<file path="config.mk">
export PLATFORM = sky130hd
export DESIGN_NAME = edram_top
export DESIGN_NICKNAME = d
export VERILOG_FILES = /design/src/design/edram_pkg.sv /design/src/design/edram_refresh_sched.sv /design/src/design/edram_bank_arbiter.sv /design/src/design/edram_bank_array.sv /design/src/design/edram_top.sv
export VERILOG_INCLUDE_DIRS = /design/src /design/src/design
export SDC_FILE = /design/constraint.sdc
export NUM_CORES = 1
export LEC_CHECK = 0
export CAP_MARGIN = 15
export CORE_UTILIZATION = 58
export CTS_CLUSTER_DIAMETER = 100
export DETAILED_ROUTE_END_ITERATION = 8
export DONT_BUFFER_PORTS = 1
export PLACE_DENSITY = 0.74
export SYNTH_ARGS = -nofsm -noshare
export SYNTH_HDL_FRONTEND = slang
export SYNTH_SLANG_ARGS = --single-unit
</file>
<file path="constraint.sdc">
create_clock -name clk -period 5.2 [get_ports clk]
set_input_delay 0.52 -clock clk [delete_from_list [all_inputs] [get_ports clk]]
set_output_delay 0.52 -clock clk [all_outputs]
set_load 0.005 [all_outputs]
</file>
<file path="src/design/edram_config.svh">
`ifndef EDRAM_CONFIG_SVH
`define EDRAM_CONFIG_SVH

// virtual bank count and the width of a bank index
`define EDRAM_NUMVBNK 4
`define EDRAM_BITVBNK 2

// rows per bank and the width of a row index
`define EDRAM_NUMSROW 16
`define EDRAM_BITSROW 4

// host address is the bank index on top of the row index
`define EDRAM_BITADDR 6

`define EDRAM_DATA_W  16

// cycles a bank holds its data with no refresh
`define EDRAM_RETAIN  48

`endif

</file>
<file path="src/design/edram_pkg.sv">
`include "edram_config.svh"

package edram_pkg;

  // one access on the shared bank port, at most one strobe set at a time
  typedef struct packed {
    logic                      read;
    logic                      write;
    logic [`EDRAM_BITVBNK-1:0] vbnk;
    logic [`EDRAM_BITSROW-1:0] srow;
    logic [`EDRAM_DATA_W-1:0]  wdata;
  } bank_acc_t;

  // a refresh aimed at one whole bank
  typedef struct packed {
    logic                      valid;
    logic [`EDRAM_BITVBNK-1:0] vbnk;
  } refr_req_t;

  // read result as seen by the host one cycle after the read strobe
  // rerr flags a row that was lost to decay or never written
  typedef struct packed {
    logic                     rvalid;
    logic                     rerr;
    logic [`EDRAM_DATA_W-1:0] rdata;
  } rd_resp_t;

endpackage

</file>
<file path="src/design/edram_refresh_sched.sv">
`timescale 1ns/1ps
`include "edram_config.svh"

module edram_refresh_sched (
  input  logic                 clk,
  input  logic                 rst,
  input  logic                 refr,
  input  logic                 refr_take,
  output edram_pkg::refr_req_t refr_pend
);

  // strobes beyond this many outstanding are dropped
  localparam int MAX_OUTST = 3;

  logic [1:0]                outst_cnt;
  logic [`EDRAM_BITVBNK-1:0] bank_ptr;
  logic                      take_ok;
  logic                      strobe_ok;

  // a take only counts while something is actually pending
  assign take_ok   = refr_take && (outst_cnt != 2'd0);
  assign strobe_ok = refr && ((outst_cnt != 2'(MAX_OUTST)) || take_ok);

  always_ff @(posedge clk) begin
    if (rst) begin
      outst_cnt <= 2'd0;
      bank_ptr  <= '0;
    end else begin
      if (strobe_ok && !take_ok) begin
        outst_cnt <= outst_cnt + 2'd1;
      end else if (take_ok && !strobe_ok) begin
        outst_cnt <= outst_cnt - 2'd1;
      end
      // next bank in round-robin order once the current one is served
      if (take_ok) begin
        if (bank_ptr == `EDRAM_BITVBNK'(`EDRAM_NUMVBNK - 1)) begin
          bank_ptr <= '0;
        end else begin
          bank_ptr <= bank_ptr + 1'b1;
        end
      end
    end
  end

  // the oldest outstanding request always targets the pointer bank
  always_comb begin
    refr_pend.valid = (outst_cnt != 2'd0);
    refr_pend.vbnk  = bank_ptr;
  end

endmodule

</file>
<file path="src/design/edram_bank_arbiter.sv">
`timescale 1ns/1ps

module edram_bank_arbiter (
  input  edram_pkg::bank_acc_t host_acc,
  input  edram_pkg::refr_req_t refr_pend,
  output edram_pkg::bank_acc_t acc,
  output edram_pkg::refr_req_t refr_go,
  output logic                 refr_take
);

  logic host_busy;
  logic bank_clash;

  // the host has no back-pressure, so its access always owns the array
  assign acc = host_acc;

  assign host_busy = host_acc.read || host_acc.write;

  // a refresh cannot share a bank with a live host access in the same cycle
  assign bank_clash = host_busy && (host_acc.vbnk == refr_pend.vbnk);

  // the pending refresh goes out now unless it collides, otherwise it
  // waits in the scheduler and is retried every following cycle
  assign refr_take = refr_pend.valid && !bank_clash;

  always_comb begin
    refr_go.valid = refr_take;
    refr_go.vbnk  = refr_pend.vbnk;
  end

endmodule

</file>
<file path="src/design/edram_bank_array.sv">
`timescale 1ns/1ps
`include "edram_config.svh"

module edram_bank_array (
  input  logic                 clk,
  input  logic                 rst,
  input  edram_pkg::bank_acc_t acc,
  input  edram_pkg::refr_req_t refr_go,
  output edram_pkg::rd_resp_t  resp
);

  localparam int RET_W = $clog2(`EDRAM_RETAIN + 1);

  logic [`EDRAM_DATA_W-1:0]  mem     [`EDRAM_NUMVBNK][`EDRAM_NUMSROW];
  logic [`EDRAM_NUMSROW-1:0] row_vld [`EDRAM_NUMVBNK];
  logic [RET_W-1:0]          ret_cnt [`EDRAM_NUMVBNK];
  logic [`EDRAM_NUMVBNK-1:0] refr_hit;
  logic [`EDRAM_NUMVBNK-1:0] expire;

  logic                      rvalid_q;
  logic                      rerr_q;
  logic [`EDRAM_DATA_W-1:0]  rdata_q;

  // one-hot view of which bank the refresh lands on this cycle
  // a bank decays on the edge where its counter steps from one to zero
  always_comb begin
    for (int b = 0; b < `EDRAM_NUMVBNK; b++) begin
      refr_hit[b] = refr_go.valid && (refr_go.vbnk == `EDRAM_BITVBNK'(b));
      expire[b]   = !refr_hit[b] && (ret_cnt[b] == RET_W'(1));
    end
  end

  // retention counters, reloaded by a refresh and otherwise running down
  always_ff @(posedge clk) begin
    if (rst) begin
      for (int b = 0; b < `EDRAM_NUMVBNK; b++) begin
        ret_cnt[b] <= RET_W'(`EDRAM_RETAIN);
      end
    end else begin
      for (int b = 0; b < `EDRAM_NUMVBNK; b++) begin
        if (refr_hit[b]) begin
          ret_cnt[b] <= RET_W'(`EDRAM_RETAIN);
        end else if (ret_cnt[b] != '0) begin
          ret_cnt[b] <= ret_cnt[b] - 1'b1;
        end
      end
    end
  end

  // row valid bits, a write in the decay cycle still leaves its row valid
  always_ff @(posedge clk) begin
    if (rst) begin
      for (int b = 0; b < `EDRAM_NUMVBNK; b++) begin
        row_vld[b] <= '0;
      end
    end else begin
      for (int b = 0; b < `EDRAM_NUMVBNK; b++) begin
        if (expire[b]) begin
          row_vld[b] <= '0;
        end
      end
      if (acc.write) begin
        row_vld[acc.vbnk][acc.srow] <= 1'b1;
      end
    end
  end

  always_ff @(posedge clk) begin
    if (acc.write) begin
      mem[acc.vbnk][acc.srow] <= acc.wdata;
    end
  end

  always_ff @(posedge clk) begin
    if (rst) begin
      rvalid_q <= 1'b0;
    end else begin
      rvalid_q <= acc.read;
    end
  end

  // rerr takes the valid bit as it stood before this edge's update
  always_ff @(posedge clk) begin
    if (acc.read) begin
      rdata_q <= mem[acc.vbnk][acc.srow];
      rerr_q  <= !row_vld[acc.vbnk][acc.srow];
    end
  end

  always_comb begin
    resp.rvalid = rvalid_q;
    resp.rerr   = rerr_q;
    resp.rdata  = rdata_q;
  end

endmodule

</file>
<file path="src/design/edram_top.sv">
`timescale 1ns/1ps
`include "edram_config.svh"

module edram_top (
  input  logic                      clk,
  input  logic                      rst,
  input  logic                      read,
  input  logic                      write,
  input  logic                      refr,
  input  logic [`EDRAM_BITADDR-1:0] addr,
  input  logic [`EDRAM_DATA_W-1:0]  wdata,
  output logic [`EDRAM_DATA_W-1:0]  rdata,
  output logic                      rvalid,
  output logic                      rerr
);

  import edram_pkg::*;

  bank_acc_t host_acc;
  bank_acc_t acc;
  refr_req_t refr_pend;
  refr_req_t refr_go;
  logic      refr_take;
  rd_resp_t  resp;

  // bank select sits in the upper address bits, row in the lower ones
  always_comb begin
    host_acc.read  = read;
    host_acc.write = write;
    host_acc.vbnk  = addr[`EDRAM_BITADDR-1 -: `EDRAM_BITVBNK];
    host_acc.srow  = addr[`EDRAM_BITSROW-1:0];
    host_acc.wdata = wdata;
  end

  edram_refresh_sched u_refresh_sched (
    .clk       (clk),
    .rst       (rst),
    .refr      (refr),
    .refr_take (refr_take),
    .refr_pend (refr_pend)
  );

  edram_bank_arbiter u_bank_arbiter (
    .host_acc  (host_acc),
    .refr_pend (refr_pend),
    .acc       (acc),
    .refr_go   (refr_go),
    .refr_take (refr_take)
  );

  edram_bank_array u_bank_array (
    .clk     (clk),
    .rst     (rst),
    .acc     (acc),
    .refr_go (refr_go),
    .resp    (resp)
  );

  assign rdata  = resp.rdata;
  assign rvalid = resp.rvalid;
  assign rerr   = resp.rerr;

endmodule

</file>
Word-level counts from Yosys, hierarchy flattened

Memories as Yosys holds them, arrays and structs flattened.
Index checks and enable logic that the tools add are counted.

Memories kept: 3
Output and inout port bits: 18
Bits in read-only memories: 0
Register bits: 22
Bits of input ports: 27
Logic and storage cells: 144
Bits in writable memories: 1112
Bits in latches: 0

Memory list:

| name                 | depth | bits a word | rd ports | clocked after memory_dff | wr ports | line                   | RTL |
|---|---|---|---|---|---|---|---|
| u_bank_array.mem     | 4     | 256         | 1        | 0                        | 1        | edram_bank_array.sv:14 | `` logic [`EDRAM_DATA_W-1:0] mem [`EDRAM_NUMVBNK][`EDRAM_NUMSROW]; `` |
| u_bank_array.row_vld | 4     | 16          | 1        | 0                        | 5        | edram_bank_array.sv:15 | `` logic [`EDRAM_NUMSROW-1:0] row_vld [`EDRAM_NUMVBNK]; `` |
| u_bank_array.ret_cnt | 4     | 6           | 4        | 0                        | 4        | edram_bank_array.sv:16 | `` logic [RET_W-1:0] ret_cnt [`EDRAM_NUMVBNK]; `` |

Multiplexer cells: 70
Equal/unequal tests: 9
Order comparisons: 4
Shift operators: 0
Div/mod/pow operators: 0
Bitwise operators: 13
Reduce and logical (&&, ||, !) cells: 33
Multipliers: 0
Add/sub/neg operators: 7

Operators with widths:

| kind                  | count |
|---|---|
| $mux W256             | 1 |
| $mux W16              | 8 |
| $bmux W16 S4          | 1 |
| $demux W16 S4         | 1 |
| $mux W6               | 8 |
| $mux W1               | 46 |
| $eq A6 B1 Y1 const B  | 4 |
| $reduce_bool A6 Y1    | 4 |
| $sub A6 B1 Y6 const B | 4 |
| $logic_and A1 B1 Y1   | 16 |
| $or A1 B1 Y1          | 12 |
| $logic_not A1 Y1      | 8 |
| $mux W2               | 3 |
| $ge A5 B5 Y1 const B  | 1 |
| $lt A4 B5 Y1 const B  | 1 |
| $lt A5 B1 Y1 const B  | 1 |
| $not A4 Y5            | 1 |
| $add A2 B1 Y2 const B | 2 |
| $bmux W1 S4           | 1 |
| $demux W1 S4          | 1 |
| $eq A2 B2 Y1 const B  | 2 |
| $ge A4 B1 Y1 const B  | 1 |
| $reduce_bool A2 Y1    | 2 |
| $eq A2 B1 Y1 const B  | 1 |
| 5 further kinds       | 6 |

Longest topological paths before layout

Depth after elaboration: 11
Mapped depth: 9
Mapped depth without buffers: 7

Hierarchy

A second synthesis with hierarchy kept.

Cell total of the unflattened synthesis: 2167
Area, all modules: 43820.8 µm²

By module, submodules not included:

| module              | area each (µm²) | cells an instance | sequential area each (µm²) | times used |
|---|---|---|---|---|
| edram_bank_array    | 43390.4         | 2115              | 33281.9                    | 1 |
| edram_bank_arbiter  | 232.7           | 31                | 0.0                        | 1 |
| edram_refresh_sched | 197.7           | 21                | 80.1                       | 1 |

Worst setup path before layout

No wires, ideal clock.

Path type: input to register
Start point: input addr[4]
End point: memory u_bank_array.mem[0][112] (netlist name) (enable)
Stages on the path: 8
Data arrival time: 2.404 ns
Buffers on the path: 6
Slack: 2.408 ns
Path through: buf_6 buf_6 buf_6 buf_4 or2_1 buf_2 buf_1 nor2_1

RTL lines:

| element     | line                   | RTL |
|---|---|---|
| from (decl) | edram_top.sv:10        | `` input logic [`EDRAM_BITADDR-1:0] addr, `` |
| to (decl)   | edram_bank_array.sv:14 |  |

Straight into the memory's write port.

Worst setup path in the final report

Start point: input addr[4]
End point: register u_bank_array.rdata_q[3] (data pin)

Cells in the longest elaborated chain, start to end: 4

Ends and longest elaborated chain:

| element                                     | line                   | RTL |
|---|---|---|
| $mem_v2 Z4 W256                             | -                      |  |
| $bmux W16 S4                                | edram_bank_array.sv:85 | `rdata_q <= mem[acc.vbnk][acc.srow];` |
| $mux W16 (implied by the code) (2 in a row) | edram_bank_array.sv:85 |  |
| to (signal assigned)                        | edram_bank_array.sv:85 |  |
| to (decl)                                   | edram_bank_array.sv:22 | `` logic [`EDRAM_DATA_W-1:0] rdata_q; `` |

Every way passes these cells. The select of a mux whose other input is x is not followed.
A chain may end at the register's enable or synchronous reset.

==> flow_summary.toml <==
[worst_setup_path]
critical_path_class = "in -> reg"
slowest_delay_ps = 700
crit_family = "multiplexers"
critPathSlowestCell = "mux4_2"
critical_path_buf_inv_count = 0
worstPathMaxFanout = 277
cp.required_ps = 5610
path_cells = "mux4_2, a22oi_1, a21oi_1, or4_1"
endpoint_kind = "flip-flop"
critPathArrivalTime_ps = 2870
startpoint_type = "primary input"

[die]
die_area_sq_um = 76300
ios = 45
initial_core_util_pct = 58.6
row_count = 100
die_x_microns = 276
fp.dieH_microns = 276
core_region_area_sq_um = 74400

[final_layout]
final_nets = 2208
final_core_util_pct = 65.5
drive_gt1_share_pct = 23.0
fillers = 4593
num_antenna_cells = 0
area_delta_synth_final_pct = 11.9

[logic_synthesis]
synth.distinct_cells = 42
synth_top_flop_cell = "edfxtp_1"
synth_edf_count = 1065
ys_seq_area_share_pct = 76.5
syn_area_sq_um = 43600
synthesis.nets = 2141
yosys_register_bits = 1134
syn_inst = 2098
synthArstFlopShare_pct = 0
synth.avg_cell_area_sq_um = 20.8
yosysWarnings = 0

[routing]
firstDrtPassIters = 6
drc = 0
vias = 22100
vias_per_cell = 6.87
ant_nets = 0
routedWlPerCell_microns = 32.4
drt-initial-drc-count = 3116
wirelength_microns = 104000

[cts]
ctsLongestPathBuffers = 3
worstSkewPairLatency_ps = 690
numClockSinks = 1134
cts_buffers = 108
root_buffer = "clkbuf_16"
cts_tree = "built"
htreeDepth = 3
clkTransAtPathRegs_ps = 60
cts_setup_buffers = 0

[sta]
slew_headroom_pct = 21.1
tightest_slew_ps = 1180
fin_hold_ws_ps = 69.9
period_share_pct = 47.4
finalMaxSlewViolations = 0
fmax_mhz = 406
rsz0062_at_grt = "no"
finalHoldViolCount = 0
setup_viol = 0
fin_crit_ps = 2460
finClkSkew_ps = 40.7
tns_ps = 0

[run_status]
status = "finished clean"

[power_and_ir_drop]
peakVddDrop_v = 0.000272
power.density_nw_per_um2 = 396
leakagePower_nw = 15.5
p_total_w = 0.0193

[placement]
hpwlAfterDp_microns = 57300
gp_congestion = 0.871
io_buffer_count = 0

[global_route]
antenna_found_initial = 4
grt_pass1_wl_microns = 151000
grt_pass1_vias = 21700
overflow = 0
grt_usage_pct = 27.6
grt_max_degree = 278

[hold_path]
hold_class = "in -> reg"

[run]
max_cap_violations = 0
==> metal layers <==
metal	vias up	global-route usage, %	routed length, microns
li1	8893	-	-
met1	11500	38.9	38900
met2	1434	42.7	49400
met3	219	6.82	12200
met4	4	9.43	3650
met5	-	0	22
==> cell usage after synthesis, types with 3 or more instances <==
cell | instances | area [sq um]
a22o_1 | 42 | 368
o21ai_0 | 17 | 85.1
a31oi_1 | 3 | 18.8
nand2b_1 | 4 | 25.0
edfxtp_1 | 1065 | 32000
nor3b_1 | 4 | 30.0
xor2_1 | 8 | 70.1
xnor2_1 | 11 | 96.3
nor2b_1 | 5 | 31.3
inv_1 | 27 | 101
buf_4 | 3 | 22.5
o2bb2ai_1 | 6 | 52.6
ha_1 | 16 | 200
nor4_1 | 5 | 31.3
nor2_1 | 94 | 353
a22oi_1 | 136 | 1020
buf_1 | 13 | 48.8
a21oi_1 | 89 | 445
nand2_1 | 35 | 131
nand3_1 | 17 | 85.1
buf_2 | 24 | 120
nor3_1 | 4 | 20.0
buf_6 | 13 | 146
mux4_2 | 272 | 6130
or3_1 | 4 | 25.0
dfxtp_1 | 69 | 1380
or2_2 | 4 | 25.0
clkbuf_1 | 72 | 270
or4_1 | 16 | 120
==> where the power goes <==
group	total, W	internal [W]	switching [W]
clock network	0.00797	0.00465	0.00332
logic	0.00108	0.000458	0.000622
registers	0.0103	0.0102	0.000129
==> final timing paths <==
| kind | slack [ps] | cells after the start | start | endpoint |
|---|---|---|---|---|
| setup / recovery | 2740 | 4 | addr[4] | u_bank_array.rdata_q[3]$_DFFE_PP_ |
| hold / removal | 70 | 2 | rst | u_bank_array.ret_cnt[3][4]$_SDFFCE_PN1P_ |
| setup reg to reg | 2750 | 3 | u_refresh_sched.bank_ptr[0]$_SDFFE_PP0P_ | u_bank_array.ret_cnt[3][5]$_SDFFCE_PN1P_ |
| hold reg to reg | 480 | 1 | u_bank_array.row_vld[2][6]$_DFF_P_ | u_bank_array.row_vld[2][6]$_DFF_P_ |
==> placed cells by master, fill, tap and decap left out, types with 17 or more instances in the layout <==
cell type,synthesis,layout
buf_4,3,64
a21oi_1,89,89
clkinv_1,0,26
o21ai_0,17,17
nor2_1,94,93
nand3_1,17,17
dfxtp_1,69,69
clkbuf_16,0,112
edfxtp_1,1065,1065
mux4_2,272,272
inv_1,27,27
nand2_1,35,35
a22oi_1,136,136
clkinv_2,0,18
a22o_1,42,42
==> flip-flops by register name, summed over array words and instances (netlist names) <==
register and cells:
u_refresh_sched.outst_cnt 2, u_bank_array.rvalid_q 1, u_bank_array.mem 1024, u_refresh_sched.bank_ptr 2, u_bank_array.rdata_q 16, u_bank_array.rerr_q 1
u_bank_array.row_vld 64, u_bank_array.ret_cnt 24
==> stage by stage <==
| stage | area [sq um] | worst slack (ps) | std cells |
|---|---|---|---|
| finish | 48800 | 2740 | 3218 |
| CTS | 48800 | 2780 | 3218 |
| global placement | 44700 | 2280 | 3006 |
| floorplan | 43600 | 2410 | 2098 |
| global route | 48800 | 2690 | 3218 |
| detailed placement | 44700 | 2220 | 3006 |
==> logic make-up (layout without fill, tap and decap cells) <==
group / count (synthesis) / after routing / share of synthesized area, %
simple gates: 202 / 202 / 2.19
xor+xnor: 19 / 19 / 0.382
mux: 274 / 274 / 14.1
compound gates: 301 / 301 / 4.75
fa+ha+maj: 16 / 16 / 0.459
buf+inv: 152 / 303 / 1.63
flops: 1134 / 1134 / 76.5
==> what timing repair did <==
item,in CTS,in global routing
hold endpoints to repair,1062,0
gates resized for setup,0,0
hold buffers,18,0
==> final cells by class <==
cell class	count	area (sq um)	area share [%]
Inverter	27	101	0.208
Clock inverter	68	737	1.51
Tap cell	969	1210	2.49
Timing Repair Buffer	82	951	1.95
Multi-Input combinational cell	812	9560	19.6
Clock buffer	126	2860	5.85
Sequential cell	1134	33400	68.4
No activity file was read; power rests on OpenSTA's default activity.
